<file path="src/logic/timer_pkg.sv">
`default_nettype none

package timer_pkg;

    // APB bus widths
    localparam int ADDR_WIDTH = 32;
    localparam int DATA_WIDTH = 32;
    localparam int STRB_WIDTH = DATA_WIDTH / 8;

    // Cluster layout
    localparam int NUM_TIMERS      = 2;
    localparam int TIMER_SPAN_BITS = 12; // 4 KiB window per timer

    // Register word indices
    localparam int REG_CR  = 0; // Control
    localparam int REG_PR  = 1; // Prescaler
    localparam int REG_VR  = 2; // Value
    localparam int REG_ARR = 3; // Auto-reload
    localparam int REG_ER  = 4; // Events, write one to clear
    localparam int REG_IER = 5; // Interrupt enable

    // Bit positions
    localparam int CR_ENABLE       = 0;
    localparam int ER_AUTO_RELOAD  = 0;
    localparam int IER_AUTO_RELOAD = 0;

endpackage

`default_nettype wire

</file>
<file path="src/logic/apb_if.sv">
`default_nettype none

interface apb_if;
    import timer_pkg::*;

    // Request, master to slave
    logic [ADDR_WIDTH-1:0] paddr;
    logic                  psel;
    logic                  penable;
    logic                  pwrite;
    logic [DATA_WIDTH-1:0] pwdata;
    logic [STRB_WIDTH-1:0] pstrb;

    // Response, slave to master
    logic                  pready;
    logic [DATA_WIDTH-1:0] prdata;
    logic                  pslverr;

    modport master (
        output paddr, psel, penable, pwrite, pwdata, pstrb,
        input  pready, prdata, pslverr
    );

    modport slave (
        input  paddr, psel, penable, pwrite, pwdata, pstrb,
        output pready, prdata, pslverr
    );

endinterface

`default_nettype wire

</file>
<file path="src/logic/apb_demux.sv">
`default_nettype none

module apb_demux (
    input  logic clk,
    input  logic rst,
    apb_if.slave  host,
    apb_if.master timers [timer_pkg::NUM_TIMERS]
);
    import timer_pkg::*;

    // Timer number field above the per-timer window
    logic [ADDR_WIDTH-TIMER_SPAN_BITS-1:0] tnum;
    logic                                  hit;

    // Responses gathered from the timer slaves
    logic                  t_pready  [NUM_TIMERS];
    logic [DATA_WIDTH-1:0] t_prdata  [NUM_TIMERS];
    logic                  t_pslverr [NUM_TIMERS];

    // Local responder for unmapped addresses
    logic err_ready;

    assign tnum = host.paddr[ADDR_WIDTH-1:TIMER_SPAN_BITS];
    assign hit  = (tnum < NUM_TIMERS);

    for (genvar g = 0; g < NUM_TIMERS; g++) begin : g_fanout
        assign timers[g].paddr   = host.paddr;
        assign timers[g].psel    = host.psel && (tnum == g); // Only the addressed timer
        assign timers[g].penable = host.penable;
        assign timers[g].pwrite  = host.pwrite;
        assign timers[g].pwdata  = host.pwdata;
        assign timers[g].pstrb   = host.pstrb;

        assign t_pready[g]  = timers[g].pready;
        assign t_prdata[g]  = timers[g].prdata;
        assign t_pslverr[g] = timers[g].pslverr;
    end

    // Same one-cycle timing as a timer slave
    always_ff @(posedge clk) begin
        if (rst) begin
            err_ready <= 1'b0;
        end else if (host.psel && !hit && !err_ready) begin
            err_ready <= 1'b1;
        end else if (err_ready && host.psel && host.penable) begin
            err_ready <= 1'b0; // Transfer done
        end
    end

    always_comb begin
        // Falls back to the error responder when no timer matches
        host.pready  = err_ready;
        host.pslverr = err_ready;
        host.prdata  = '0;
        for (int i = 0; i < NUM_TIMERS; i++) begin
            if (tnum == i) begin
                host.pready  = t_pready[i];
                host.prdata  = t_prdata[i];
                host.pslverr = t_pslverr[i];
            end
        end
    end

endmodule

`default_nettype wire

</file>
<file path="src/logic/periph_timer.sv">
`default_nettype none

module periph_timer (
    input  logic clk,
    input  logic rst,

    input  logic pause_req,
    output logic pause_ack,

    apb_if.slave apb,

    output logic irq
);
    import timer_pkg::*;

    // Register file
    logic [DATA_WIDTH-1:0] control;
    logic [DATA_WIDTH-1:0] prescaler;
    logic [DATA_WIDTH-1:0] value;
    logic [DATA_WIDTH-1:0] auto_reload;
    logic [DATA_WIDTH-1:0] events;
    logic [DATA_WIDTH-1:0] interrupt_enable;

    logic [DATA_WIDTH-1:0] clk_count; // Prescale counter

    // Access decode
    logic [TIMER_SPAN_BITS-1:$clog2(STRB_WIDTH)] index;
    logic [DATA_WIDTH-1:0] mask;
    logic [DATA_WIDTH-1:0] rd_data;
    logic                  reg_hit;

    logic paused;
    logic access;
    logic complete;
    logic wr;
    logic enable;

    function automatic logic [DATA_WIDTH-1:0] merge(
        input logic [DATA_WIDTH-1:0] old_val,
        input logic [DATA_WIDTH-1:0] new_val,
        input logic [DATA_WIDTH-1:0] lane_mask
    );
        return (new_val & lane_mask) | (old_val & ~lane_mask);
    endfunction

    always_comb begin
        index = apb.paddr[TIMER_SPAN_BITS-1:$clog2(STRB_WIDTH)];

        // Byte strobes expanded to a bit mask
        for (int i = 0; i < STRB_WIDTH; i++) begin
            mask[i*8 +: 8] = {8{apb.pstrb[i]}};
        end

        reg_hit = 1'b1;
        rd_data = '0;
        case (index)
            REG_CR:  rd_data = control;
            REG_PR:  rd_data = prescaler;
            REG_VR:  rd_data = value;
            REG_ARR: rd_data = auto_reload;
            REG_ER:  rd_data = events;
            REG_IER: rd_data = interrupt_enable;
            default: reg_hit = 1'b0; // Hole in the map
        endcase
    end

    assign paused   = pause_req && pause_ack;
    assign access   = !pause_req && apb.psel && !apb.pready;          // Pending and not yet answered
    assign complete = !pause_ack && apb.psel && apb.penable && apb.pready;
    assign wr       = access && apb.pwrite;
    assign enable   = control[CR_ENABLE];

    assign irq = enable && events[ER_AUTO_RELOAD] && interrupt_enable[IER_AUTO_RELOAD]
                 && !pause_ack;

    // APB handshake and pause acknowledge
    always_ff @(posedge clk) begin
        if (rst) begin
            apb.pready  <= 1'b0;
            apb.pslverr <= 1'b0;
            apb.prdata  <= '0;
            pause_ack   <= 1'b0;
        end else if (!paused) begin
            if (access) begin
                apb.pready  <= 1'b1;
                apb.pslverr <= !reg_hit;
                apb.prdata  <= apb.pwrite ? '0 : rd_data;
            end else if (complete) begin
                apb.pready  <= 1'b0;
                apb.pslverr <= 1'b0;
                apb.prdata  <= '0;
            end else if (pause_req && !pause_ack) begin
                // Enter pause so every access now ends in an error
                pause_ack   <= 1'b1;
                apb.pready  <= 1'b1;
                apb.pslverr <= 1'b1;
                apb.prdata  <= '0;
            end else if (!pause_req && pause_ack) begin
                pause_ack   <= 1'b0; // Resume
                apb.pready  <= 1'b0;
                apb.pslverr <= 1'b0;
                apb.prdata  <= '0;
            end
        end
    end

    // Register writes and counting freeze while paused
    always_ff @(posedge clk) begin
        if (rst) begin
            control          <= '0;
            prescaler        <= '0;
            value            <= '0;
            auto_reload      <= '0;
            events           <= '0;
            interrupt_enable <= '0;
            clk_count        <= '0;
        end else if (!paused) begin
            if (wr) begin
                case (index)
                    REG_CR:  control          <= merge(control, apb.pwdata, mask);
                    REG_PR:  prescaler        <= merge(prescaler, apb.pwdata, mask);
                    REG_VR:  value            <= merge(value, apb.pwdata, mask);
                    REG_ARR: auto_reload      <= merge(auto_reload, apb.pwdata, mask);
                    REG_ER:  events           <= events & ~(apb.pwdata & mask); // W1C
                    REG_IER: interrupt_enable <= merge(interrupt_enable, apb.pwdata, mask);
                    default: ;
                endcase
            end

            // Counter updates win over a same-cycle register write
            if (enable) begin
                if (clk_count < prescaler) begin
                    clk_count <= clk_count + 1'b1;
                end else begin
                    clk_count <= '0;
                    if (value == auto_reload) begin
                        events[ER_AUTO_RELOAD] <= 1'b1;
                        value                  <= '0; // Wrap
                    end else begin
                        value <= value + 1'b1;
                    end
                end
            end else begin
                clk_count <= '0;
                events    <= '0;
            end
        end
    end

endmodule

`default_nettype wire

</file>
<file path="src/logic/timer_subsys.sv">
`default_nettype none

module timer_subsys (
    input  logic clk,
    input  logic rst,

    // APB slave port
    input  logic [timer_pkg::ADDR_WIDTH-1:0] paddr,
    input  logic                             psel,
    input  logic                             penable,
    input  logic                             pwrite,
    input  logic [timer_pkg::DATA_WIDTH-1:0] pwdata,
    input  logic [timer_pkg::STRB_WIDTH-1:0] pstrb,
    output logic                             pready,
    output logic [timer_pkg::DATA_WIDTH-1:0] prdata,
    output logic                             pslverr,

    // Shared pause request, one ack per timer
    input  logic                             pause_req,
    output logic [timer_pkg::NUM_TIMERS-1:0] pause_ack,

    output logic [timer_pkg::NUM_TIMERS-1:0] irq
);
    import timer_pkg::*;

    apb_if host_bus ();
    apb_if timer_bus [NUM_TIMERS] ();

    // Plain ports onto the host bus
    assign host_bus.paddr   = paddr;
    assign host_bus.psel    = psel;
    assign host_bus.penable = penable;
    assign host_bus.pwrite  = pwrite;
    assign host_bus.pwdata  = pwdata;
    assign host_bus.pstrb   = pstrb;

    assign pready  = host_bus.pready;
    assign prdata  = host_bus.prdata;
    assign pslverr = host_bus.pslverr;

    // Address map, one 4 KiB window per timer
    apb_demux u_demux (
        .clk    (clk),
        .rst    (rst),
        .host   (host_bus),
        .timers (timer_bus)
    );

    for (genvar i = 0; i < NUM_TIMERS; i++) begin : g_timer
        periph_timer u_timer (
            .clk       (clk),
            .rst       (rst),
            .pause_req (pause_req),      // Same request for every timer
            .pause_ack (pause_ack[i]),
            .apb       (timer_bus[i]),
            .irq       (irq[i])
        );
    end

endmodule

`default_nettype wire

</file>
<file path="config.mk">
export PLATFORM = sky130hd
export DESIGN_NAME = timer_subsys
export DESIGN_NICKNAME = d
export VERILOG_FILES = /design/src/logic/timer_pkg.sv /design/src/logic/apb_if.sv /design/src/logic/apb_demux.sv /design/src/logic/periph_timer.sv /design/src/logic/timer_subsys.sv
export SDC_FILE = /design/constraint.sdc
export NUM_CORES = 1
export LEC_CHECK = 0
export ABC_AREA = 1
export BUFFER_PORTS_ARGS = -buffer_cell sky130_fd_sc_hd__buf_4
export CELL_PAD_IN_SITES_DETAIL_PLACEMENT = 0
export CELL_PAD_IN_SITES_GLOBAL_PLACEMENT = 2
export CORE_ASPECT_RATIO = 0.5
export CORE_UTILIZATION = 34
export DETAILED_ROUTE_END_ITERATION = 12
export PLACE_DENSITY = 0.82
export SLEW_MARGIN = 15
export SYNTH_ARGS = -nofsm -noshare
export SYNTH_HDL_FRONTEND = slang
export SYNTH_SLANG_ARGS = --single-unit
</file>
<file path="constraint.sdc">
create_clock -name clk -period 2.7 [get_ports clk]
set_clock_uncertainty 0.15 [all_clocks]
set_input_delay 0.135 -clock clk [delete_from_list [all_inputs] [get_ports clk]]
set_output_delay 0.135 -clock clk [all_outputs]
set_load 0.02 [all_outputs]
</file>
# --- Word level (Yosys, flattened, before mapping) ---
# Cells that the tools add are included.
op_classes:
  n_addsub: 4
  magnitude_cmp: 3
  eq_ne: 12
  mux: 57
  bitwise_logic: 31
  n_reduce_logical: 60
ops:
  columns: ["op", "n"]
  rows:
  - ["$mux W32", 30]
  - ["$and A32 B32 Y32", 13]
  - ["$pmux W32 S6", 2]
  - ["$or A32 B32 Y32", 10]
  - ["$add A32 B1 Y32 const B", 4]
  - ["$eq A32 B32 Y1", 2]
  - ["$lt A32 B32 Y1", 2]
  - ["$not A32 Y32", 2]
  - ["$mux W31", 2]
  - ["$logic_and A1 B1 Y1", 30]
  - ["$reduce_and A3 Y1", 10]
  - ["$mux W1", 23]
  - ["$eq A10 B2 Y1 const B", 2]
  - ["$eq A10 B3 Y1 const B", 2]
  - ["$eq A20 B1 Y1 const B", 1]
  - ["$logic_not A20 Y1", 1]
  - ["$lt A20 B2 Y1 const B", 1]
  - ["$eq A10 B1 Y1 const B", 1]
  - ["$logic_not A10 Y1", 1]
  - ["$logic_not A1 Y1", 8]
  - ["$ne A2 B2 Y1 const B", 4]
  - ["$reduce_and A4 Y1", 2]
  - ["$reduce_bool A4 Y1", 2]
  - ["$not A1 Y1", 6]
  - ["other kinds (3)", 6]
word_totals:
  regBits: 519
  inputBits: 74
  out_inout_bits: 38
  wordCells: 192

# --- Logic depth before layout (Yosys ltp) ---
# Gate-level depths: netlist (run 1).
depth:
  depth_word: 9
  mapped_depth: 17
  mapped_depth_nobuf: 16

# --- Cells and area by module ---
# Synthesis (run 1) repeated with hierarchy kept, for this count alone.
hier_totals:
  cells_unflattened: 4730
  hier_area_um2: 31460.2
modules_own_cells:
  columns: ["mod", "instances", "cells_per_inst", "area_each_um2"]
  rows:
  - ["periph_timer (g_timer[1].u_timer)", 1, 2275, 14878.0]
  - ["periph_timer (g_timer[0].u_timer)", 1, 2168, 14682.8]
  - ["apb_demux", 1, 287, 1899.3]

# --- Worst setup path before layout (run 1) ---
# No wires, ideal clock.
synth_timing:
  kind: "register to register"
  startpoint: "register g_timer[0].u_timer.clk_count[11]"
  endpoint: "register g_timer[0].u_timer.value[10]"
  t_arrival_ns: 1.858
  t_required_ns: 2.422
  setup_slack_ns: 0.563
  stages_incl_launch_ff: 15
  n_path_buf: 2
  synth_period_minus_slack_ns: 2.137
  cell_sequence: "dfxtp_1 -> ha_1 -> nand2_1 -> inv_1 -> nand2_1 -> a31oi_1 -> nor2_1 -> nand2_1 -> nand2_1 -> nand2_1 -> buf_2 -> clkbuf_1 -> nand3_1 -> nand2_1 -> a21oi_1"
synth_via:
  elab_chain_len: 3
synth_rtl:
  columns: ["item", "line", "text"]
  rows:
  - ["from (decl)", "periph_timer.sv:24", "logic [DATA_WIDTH-1:0] clk_count;"]
  - ["from (signal assigned)", "periph_timer.sv:133", "clk_count <= clk_count + 1'b1;"]
  - ["$lt A32 B32 Y1", "periph_timer.sv:132", "if (clk_count < prescaler) begin"]
  - ["$mux W32", "periph_timer.sv:132", null]
  - ["$mux W32", "periph_timer.sv:131", "if (enable) begin"]
  - ["to (signal assigned)", "periph_timer.sv:122", "REG_VR: value <= merge(value, apb.pwdata, mask);"]
  - ["to (signal assigned)", "periph_timer.sv:140", "value <= value + 1'b1;"]
  - ["to (decl)", "periph_timer.sv:19", "logic [DATA_WIDTH-1:0] value;"]
# No other way between the ends.
# A chain may end at the register's enable or synchronous reset.

==> reports/summary.txt, run 1 <==
Final setup fails = 0
Vias per cell = 5.14
R2R Setup Slk = 0.24 ns
Final worst path period need = 2.46 ns
DIE WIDTH = 436 microns
Slowest cell on crit path = dfxtp_1
Final core occ = 0.398
Least-Margin Pin Slew = 0.834 ns
Syn-to-layout area delta = 15.8%
Number of routed nets with antenna violations = 0
Root Buffer = clkbuf_16
Netlist Area Pre-Place = 32000 sq um
Fmax = 407 MHz
Fill count = 10146
Slew HR = 0.438
Min-delay src = paddr[12]
Final Max Slew Viols = 0
Largest area contributor in the netlist = dfxtp_1
Most frequent cell after synthesis = nand2_1
Critical path class = flip-flop to flip-flop
Core ar. = 93100 sq um
IO Port Bufs = 109
Required time worst endpoint = 3.04 ns
Status = finished clean
Initial DRC count = 3311
Hold Vio Cnt, Final = 0
TritonCTS clock tree = done
Top FF cell, synth = dfxtp_1
Initial Utilization = 0.344
Detailed placement HPWL = 98300 microns
Worst EP arrival = 2.79 ns
Hold EP = g_timer[1].u_timer.apb.pslverr$_SDFFE_PP0P_
Worst-path clk slew = 0.07 ns
Gpl congestion = 0.952
Place WS = 0.00202 ns
EDFF count, synth = 0
Crit path max fanout = 32
Worst path cell trace = inv_1 > ha_1 > a21oi_1 > nor2_1 > nor3_1 > a21oi_1 > nor2_1 > nand2_2 > nand2_1 > buf_12 > nand2_1 > nand2_1 > a21oi_1
Yosys warning count = 0
Ports = 112
Async set or reset register ratio after synthesis = 0
Syn Nets = 5396
Global-route wire length before repair = 198000 microns
Wire per inst = 20.1 microns
Area contributors post-synth = dfxtp_1 (32%), nand2_1 (20%), a21oi_1 (7.4%)
Pre-antenna DRT Iters = 6
Multi-input gate area in the final layout = 17800 sq um
Total global routing overflow = 0
Sink Count = 519
Worst setup margin = 0.244 ns
Die area = 95500 sq um
Worst min path class = input pin to flip-flop
Num CTS Buffers = 55
Vias = 34028
Peak per-stage delay on the critical path = 0.35 ns
Pwr dens = 505 nW/um^2
Commonest cells in the synthesized netlist = nand2_1 (1690), inv_1 (617), dfxtp_1 (519), a21oi_1 (476), nor2_1 (407)
Synthesized area per cell = 6.09 sq um
DRC errors left = 0
Clk Latency, worst-skew pair = 0.64 ns
Pin count of the biggest net entering global routing = 81
WL final = 133000 microns
Clock Tree Buf Depth = 3
Register area = 10400 sq um
Initial antenna violation count = 4
Hold path depth = 6
Yosys cell types = 50
R2R cell count = 13
Setup TNS = 0 ns
Post-synthesis sequential area ratio = 0.325
Max cap viols = 0
Nets = 5461
Post-synth top area share = 0.325
Worst setup EP type = flip-flop
Reg2reg end = g_timer[0].u_timer.value[4]$_SDFFE_PP0N_
Vias in the first global route = 30707
All-Layer GR Usage = 0.271
Layout cells sized above 1 = 0.0903
Worst VDD drop = 0.000453 V
Mapped Cells = 5252
Crit share post-route = 0.910
Synth Register Bits = 519
Startpoint types = flip-flop
RSZ-0062 raised after global routing = no
H-tree depth reported by CTS = 2
Die H = 219 microns
Leak = 15.1 nW
Std cell rows = 79
layout make-up:
class                   instances  area share
clock buffers                  79      0.0448
diodes                          1   0.0000675
well taps                    1255      0.0424
inverters                     646      0.0657
flip-flops and latches        519       0.280
multi-input cells            3764       0.480
clock inverters                23     0.00905
repair buffers                331      0.0778
cell usage in the layout (no fill, tap or decap), types with 3 or more instances in the layout:
| cell type | count |
|---|---|
| a21oi_1 | 476 |
| a22o_1 | 12 |
| a31o_2 | 3 |
| buf_12 | 22 |
| buf_4 | 262 |
| bufinv_16 | 8 |
| clkbuf_1 | 7 |
| clkbuf_16 | 57 |
| clkbuf_8 | 16 |
| clkinv_1 | 6 |
| clkinv_2 | 10 |
| clkinvlp_4 | 5 |
| dfxtp_1 | 519 |
| dlygate4sd3_1 | 46 |
| ha_1 | 69 |
| inv_1 | 614 |
| inv_2 | 23 |
| nand2_1 | 1687 |
| nand2_2 | 5 |
| nand3_1 | 245 |
| nand3_2 | 16 |
| nand3_4 | 12 |
| nand4_1 | 146 |
| nand4_2 | 3 |
| nor2_1 | 406 |
| nor2_2 | 11 |
| nor2_4 | 6 |
| nor3_1 | 104 |
| nor3_2 | 4 |
| nor4_1 | 5 |
| o21a_1 | 8 |
| o21ai_0 | 368 |
| o21ai_1 | 22 |
| o22ai_1 | 60 |
| or2_2 | 11 |
| xnor2_1 | 7 |
| xor2_1 | 61 |
critical path, delay by kind of cell, from the launching register on:
kind / cells / cell delay (ns)
flip-flops: 1 / 0.35
buffers and inverters: 2 / 0.34
AND/OR/NAND/NOR: 7 / 0.83
AO/OA/AOI/OAI: 3 / 0.30
adder cells (fa/ha/maj): 1 / 0.32
metal layers:
metal	GRT usage	routed length, microns	vias up
met4	0.0674	3280	0
met3	0.0319	8020	145
met1	0.402	65600	16018
li1	-	-	16913
met5	0	0	-
met2	0.413	56100	952
timing repair:
action                                 CTS  global route
setup buffers                            0             0
setup endpoints to repair                0            19
hold buffers                            46             0
resized for setup                        0             2
endpoints found under the hold margin  327             0
logic make-up (layout without fill, tap and decap cells):
logic type,count (synthesis),count (layout),synth area share
AND/OR/NAND/NOR,2668,2668,0.353
buffers and inverters,969,1079,0.121
AO/OA/AOI/OAI,958,958,0.156
flip-flops,519,519,0.325
adder cells (fa/ha/maj),70,70,0.0274
XOR/XNOR,68,68,0.0186
other,0,1,0
per-stage QoR:
step / total power, mW / area, sq um / instances / hold slack, ns
after detailed placement: 10.2 / 34600 / 6469 / 0.235
final: 18.7 / 37100 / 6618 / 0.0552
after floorplan: 9.39 / 32000 / 5252 / 0.100
after global placement: 10.1 / 34600 / 6469 / 0.230
after CTS: 18.8 / 37000 / 6617 / 0.00979
after global routing: 19.4 / 37100 / 6617 / 0.0721
power breakdown:
part	switching, mW	internal [mW]
sequential	0.178	7.85
combinational	1.42	0.627
clock	3.61	5.03
total	5.20	13.5
worst max-delay path by stage:
stage	endpoint	depth (start not counted)	startpoint
6_report	g_timer[0].u_timer.value[4]$_SDFFE_PP0N_	13	flip-flop
4_1_cts	g_timer[0].u_timer.value[4]$_SDFFE_PP0N_	13	flip-flop
3_5_place_dp	flip-flop	11	paddr[7]
5_1_grt	g_timer[0].u_timer.clk_count[6]$_SDFFE_PP0N_	12	flip-flop
2_1_floorplan	g_timer[0].u_timer.value[10]$_SDFFE_PP0N_	14	g_timer[0].u_timer.clk_count[11]$_SDFFE_PP0N_
3_3_place_gp	flip-flop	11	paddr[7]
Power figures use the tool's default switching activity.
==> run 2, diff against run 1 <==
--- a/config.mk
+++ b/config.mk
@@ -12,7 +12,7 @@
 export CORE_ASPECT_RATIO = 0.5
 export CORE_UTILIZATION = 34
 export DETAILED_ROUTE_END_ITERATION = 12
-export PLACE_DENSITY = 0.82
+export PLACE_DENSITY = 0.81
 export SLEW_MARGIN = 15
 export SYNTH_ARGS = -nofsm -noshare
 export SYNTH_HDL_FRONTEND = slang
==> run 2 against run 1 <==
Compared with the run above:
- non-clock buffer count fell by 10
- final cell count fell by 0.21%
- register-to-register slack got worse by 0.10 ns
- clock-buffer cell count down 4
- maximum frequency fell by 3.9%
- via count fell by 0.31%
- wire length rose by 0.65%
- sequential power is essentially flat
- global-route usage rose by 0.27 points
- flip-flop and latch count unchanged
- first-iteration DRC count shrank 3.1%
- sequential share of layout area rose by 0.12 points
- largest cell class unchanged
- largest power group unchanged
==> reports/summary.txt, run 2 (synthesis gave the netlist of run 1 again) <==
Status = finished clean
Pwr dens = 498 nW/um^2 (-1.3%)
Peak per-stage delay on the critical path = 0.59 ns (+0.24 ns)
PnR Total Power = 18.4 mW (-1.7%)
Worst min path class = input pin to flip-flop
Slew HR = 0.430 (-0.00846)
DIE WIDTH = 436 microns (unchanged)
All-Layer GR Usage = 0.274 (+0.00272)
R2R cell count = 8 (-5)
Hold path depth = 6 (unchanged)
Post-CTS Setup Repair Bufs = 0 (unchanged)
Initial antenna violation count = 9 (+5)
Hold Vio Cnt, Final = 0 (unchanged)
Number of routed nets with antenna violations = 0 (unchanged)
DRC errors left = 0 (unchanged)
Vias in the first global route = 30825 (+0.38%)
Setup TNS = 0 ns (unchanged)
Initial DRC count = 3210 (-3.1%)
Max cap viols = 0 (unchanged)
Worst path cell trace = ha_2 > nor2_1 > buf_4 > nand3_2 > clkinvlp_4 > nand2_1 > a21oi_1 > dlygate4sd3_1
Startpoint types = flip-flop
CP bufs+invs = 3 (+1)
Multi-input gate area in the final layout = 17800 sq um (about the same)
IO Port Bufs = 109 (unchanged)
RSZ-0062 raised after global routing = no
Required time worst endpoint = 3.09 ns (+0.05 ns)
Nets = 5451 (-0.18%)
H-tree depth reported by CTS = 2 (unchanged)
Worst setup EP type = flip-flop
Pre-antenna DRT Iters = 6 (unchanged)
Std cell rows = 79 (unchanged)
Pin count of the biggest net entering global routing = 152 (+88%)
Final core occ = 0.396 (-0.00165)
Fmax = 391 MHz (-3.9%)
Least-Margin Pin Slew = 0.846 ns (+0.0126 ns)
Layout cells sized above 1 = 0.0872 (-0.00308)
R2R Setup Slk = 0.14 ns (-0.10 ns)
Total global routing overflow = 0 (unchanged)
Finished Layout Cells = 6604 (-0.21%)
Crit share post-route = 0.947 (+0.0372)
WL final = 134000 microns (+0.65%)
Commonest non-fill, non-tap cell in the layout = nand2_1
Worst-path clk slew = 0.07 ns (about the same)
Clock Tree Buf Depth = 3 (unchanged)
Die area = 95500 sq um (unchanged)
Min-delay src = paddr[3]
Initial Utilization = 0.344 (unchanged)
Hold EP = g_timer[1].u_timer.events[18]$_SDFFE_PP0P_
Fill count = 10184 (+0.37%)
TritonCTS clock tree = done
Root Buffer = clkbuf_16
Num CTS Buffers = 55 (unchanged)
Worst VDD drop = 0.000462 V (+2.0%)
Delay-heaviest family, CP = buffers and inverters
Global-route wire length before repair = 199000 microns (+0.47%)
Register area = 10400 sq um (about the same)
Critical path class = flip-flop to flip-flop
Gpl congestion = 0.940 (-1.2%)
Final worst path period need = 2.56 ns (+0.100 ns)
Commonest cells after routing, fill and taps aside = nand2_1 (1685), inv_1 (612), dfxtp_1 (518)
Ports = 112 (unchanged)
Reg2reg start = g_timer[1].u_timer.pause_ack$_SDFFE_PP0P_
Worst EP arrival = 2.94 ns (+0.15 ns)
Final Max Slew Viols = 0 (unchanged)
Slowest cell on crit path = dlygate4sd3_1
Core ar. = 93100 sq um (unchanged)
Leak = 15.0 nW (-0.79%)
Placed Instances = 6458 (-0.17%)
Sink Count = 519 (unchanged)
Crit path max fanout = 9 (-72%)
Detailed placement HPWL = 99100 microns (+0.89%)
Syn-to-layout area delta = 15.3%
Wire per inst = 20.3 microns (+0.86%)
Final setup fails = 0 (unchanged)
Vias per cell = 5.14 (about the same)
Vias = 33923 (-0.31%)
Die H = 219 microns (unchanged)
Clk Latency, worst-skew pair = 0.65 ns (about the same)
## run 2: stage by stage
stage	hold WS, ns	area, sq um	setup slack [ns]
after floorplan	0.100	32000	0.563
after global placement	0.226	34500	0.162
after detailed placement	0.228	34500	0.105
after CTS	0.0741	36900	0.0858
after global routing	0.118	36900	0.00425
final	0.114	36900	0.144
## run 2: worst max-delay path by stage
stage / from / endpoint / slack [ns] / cells past startpoint
after floorplan: g_timer[0].u_timer.clk_count[11]$_SDFFE_PP0N_ / g_timer[0].u_timer.value[10]$_SDFFE_PP0N_ / 0.56 / 14
after global placement: paddr[7] / g_timer[0].u_timer.value[27]$_SDFFE_PP0N_ / 0.16 / 12
after detailed placement: paddr[7] / g_timer[0].u_timer.value[27]$_SDFFE_PP0N_ / 0.11 / 12
after CTS: paddr[2] / flip-flop / 0.09 / 14
after global routing: g_timer[0].u_timer.clk_count[0]$_SDFFE_PP0N_ / g_timer[0].u_timer.clk_count[18]$_SDFFE_PP0N_ / 0.004 / 8
final: g_timer[1].u_timer.pause_ack$_SDFFE_PP0P_ / flip-flop / 0.14 / 8
## run 2: area by class of cell
type,instances,area share
clock buffer,75,0.0424
timing repair buffer,321,0.0768
antenna,4,0.000271
clock inverter,20,0.00793
sequential,519,0.282
inverter,646,0.0661
tap,1255,0.0425
multi-input combinational,3764,0.482
## run 2: layer usage
layer	part of all wire	GRT usage	routed length, microns
met5	0.000097	0	13
met4	0.026	0.0756	3440
met3	0.070	0.0386	9390
met2	0.42	0.420	56800
met1	0.48	0.397	64100
## run 2: power by group
part	leakage, nW	total (mW)	internal, mW	switching (mW)
sequential	4.20	8.04	7.85	0.192
clock	0.901	8.29	4.70	3.60
combinational	9.91	2.04	0.630	1.41
## run 2: what timing repair did
item                                   CTS  global route
endpoints found under the hold margin  331             0
hold buffers                            47             0
setup endpoints to repair                0            59
gates resized for setup                  0             8
## run 2: worst register-to-register path, delay by kind of cell (launching register included)
kind | cells | cell delay [ns]
adders and majority gates | 1 | 0.43
DFF | 1 | 0.44
AOI/OAI and AO/OA | 1 | 0.06
and+or+nand+nor | 3 | 0.38
buffers and inverters | 3 | 0.99
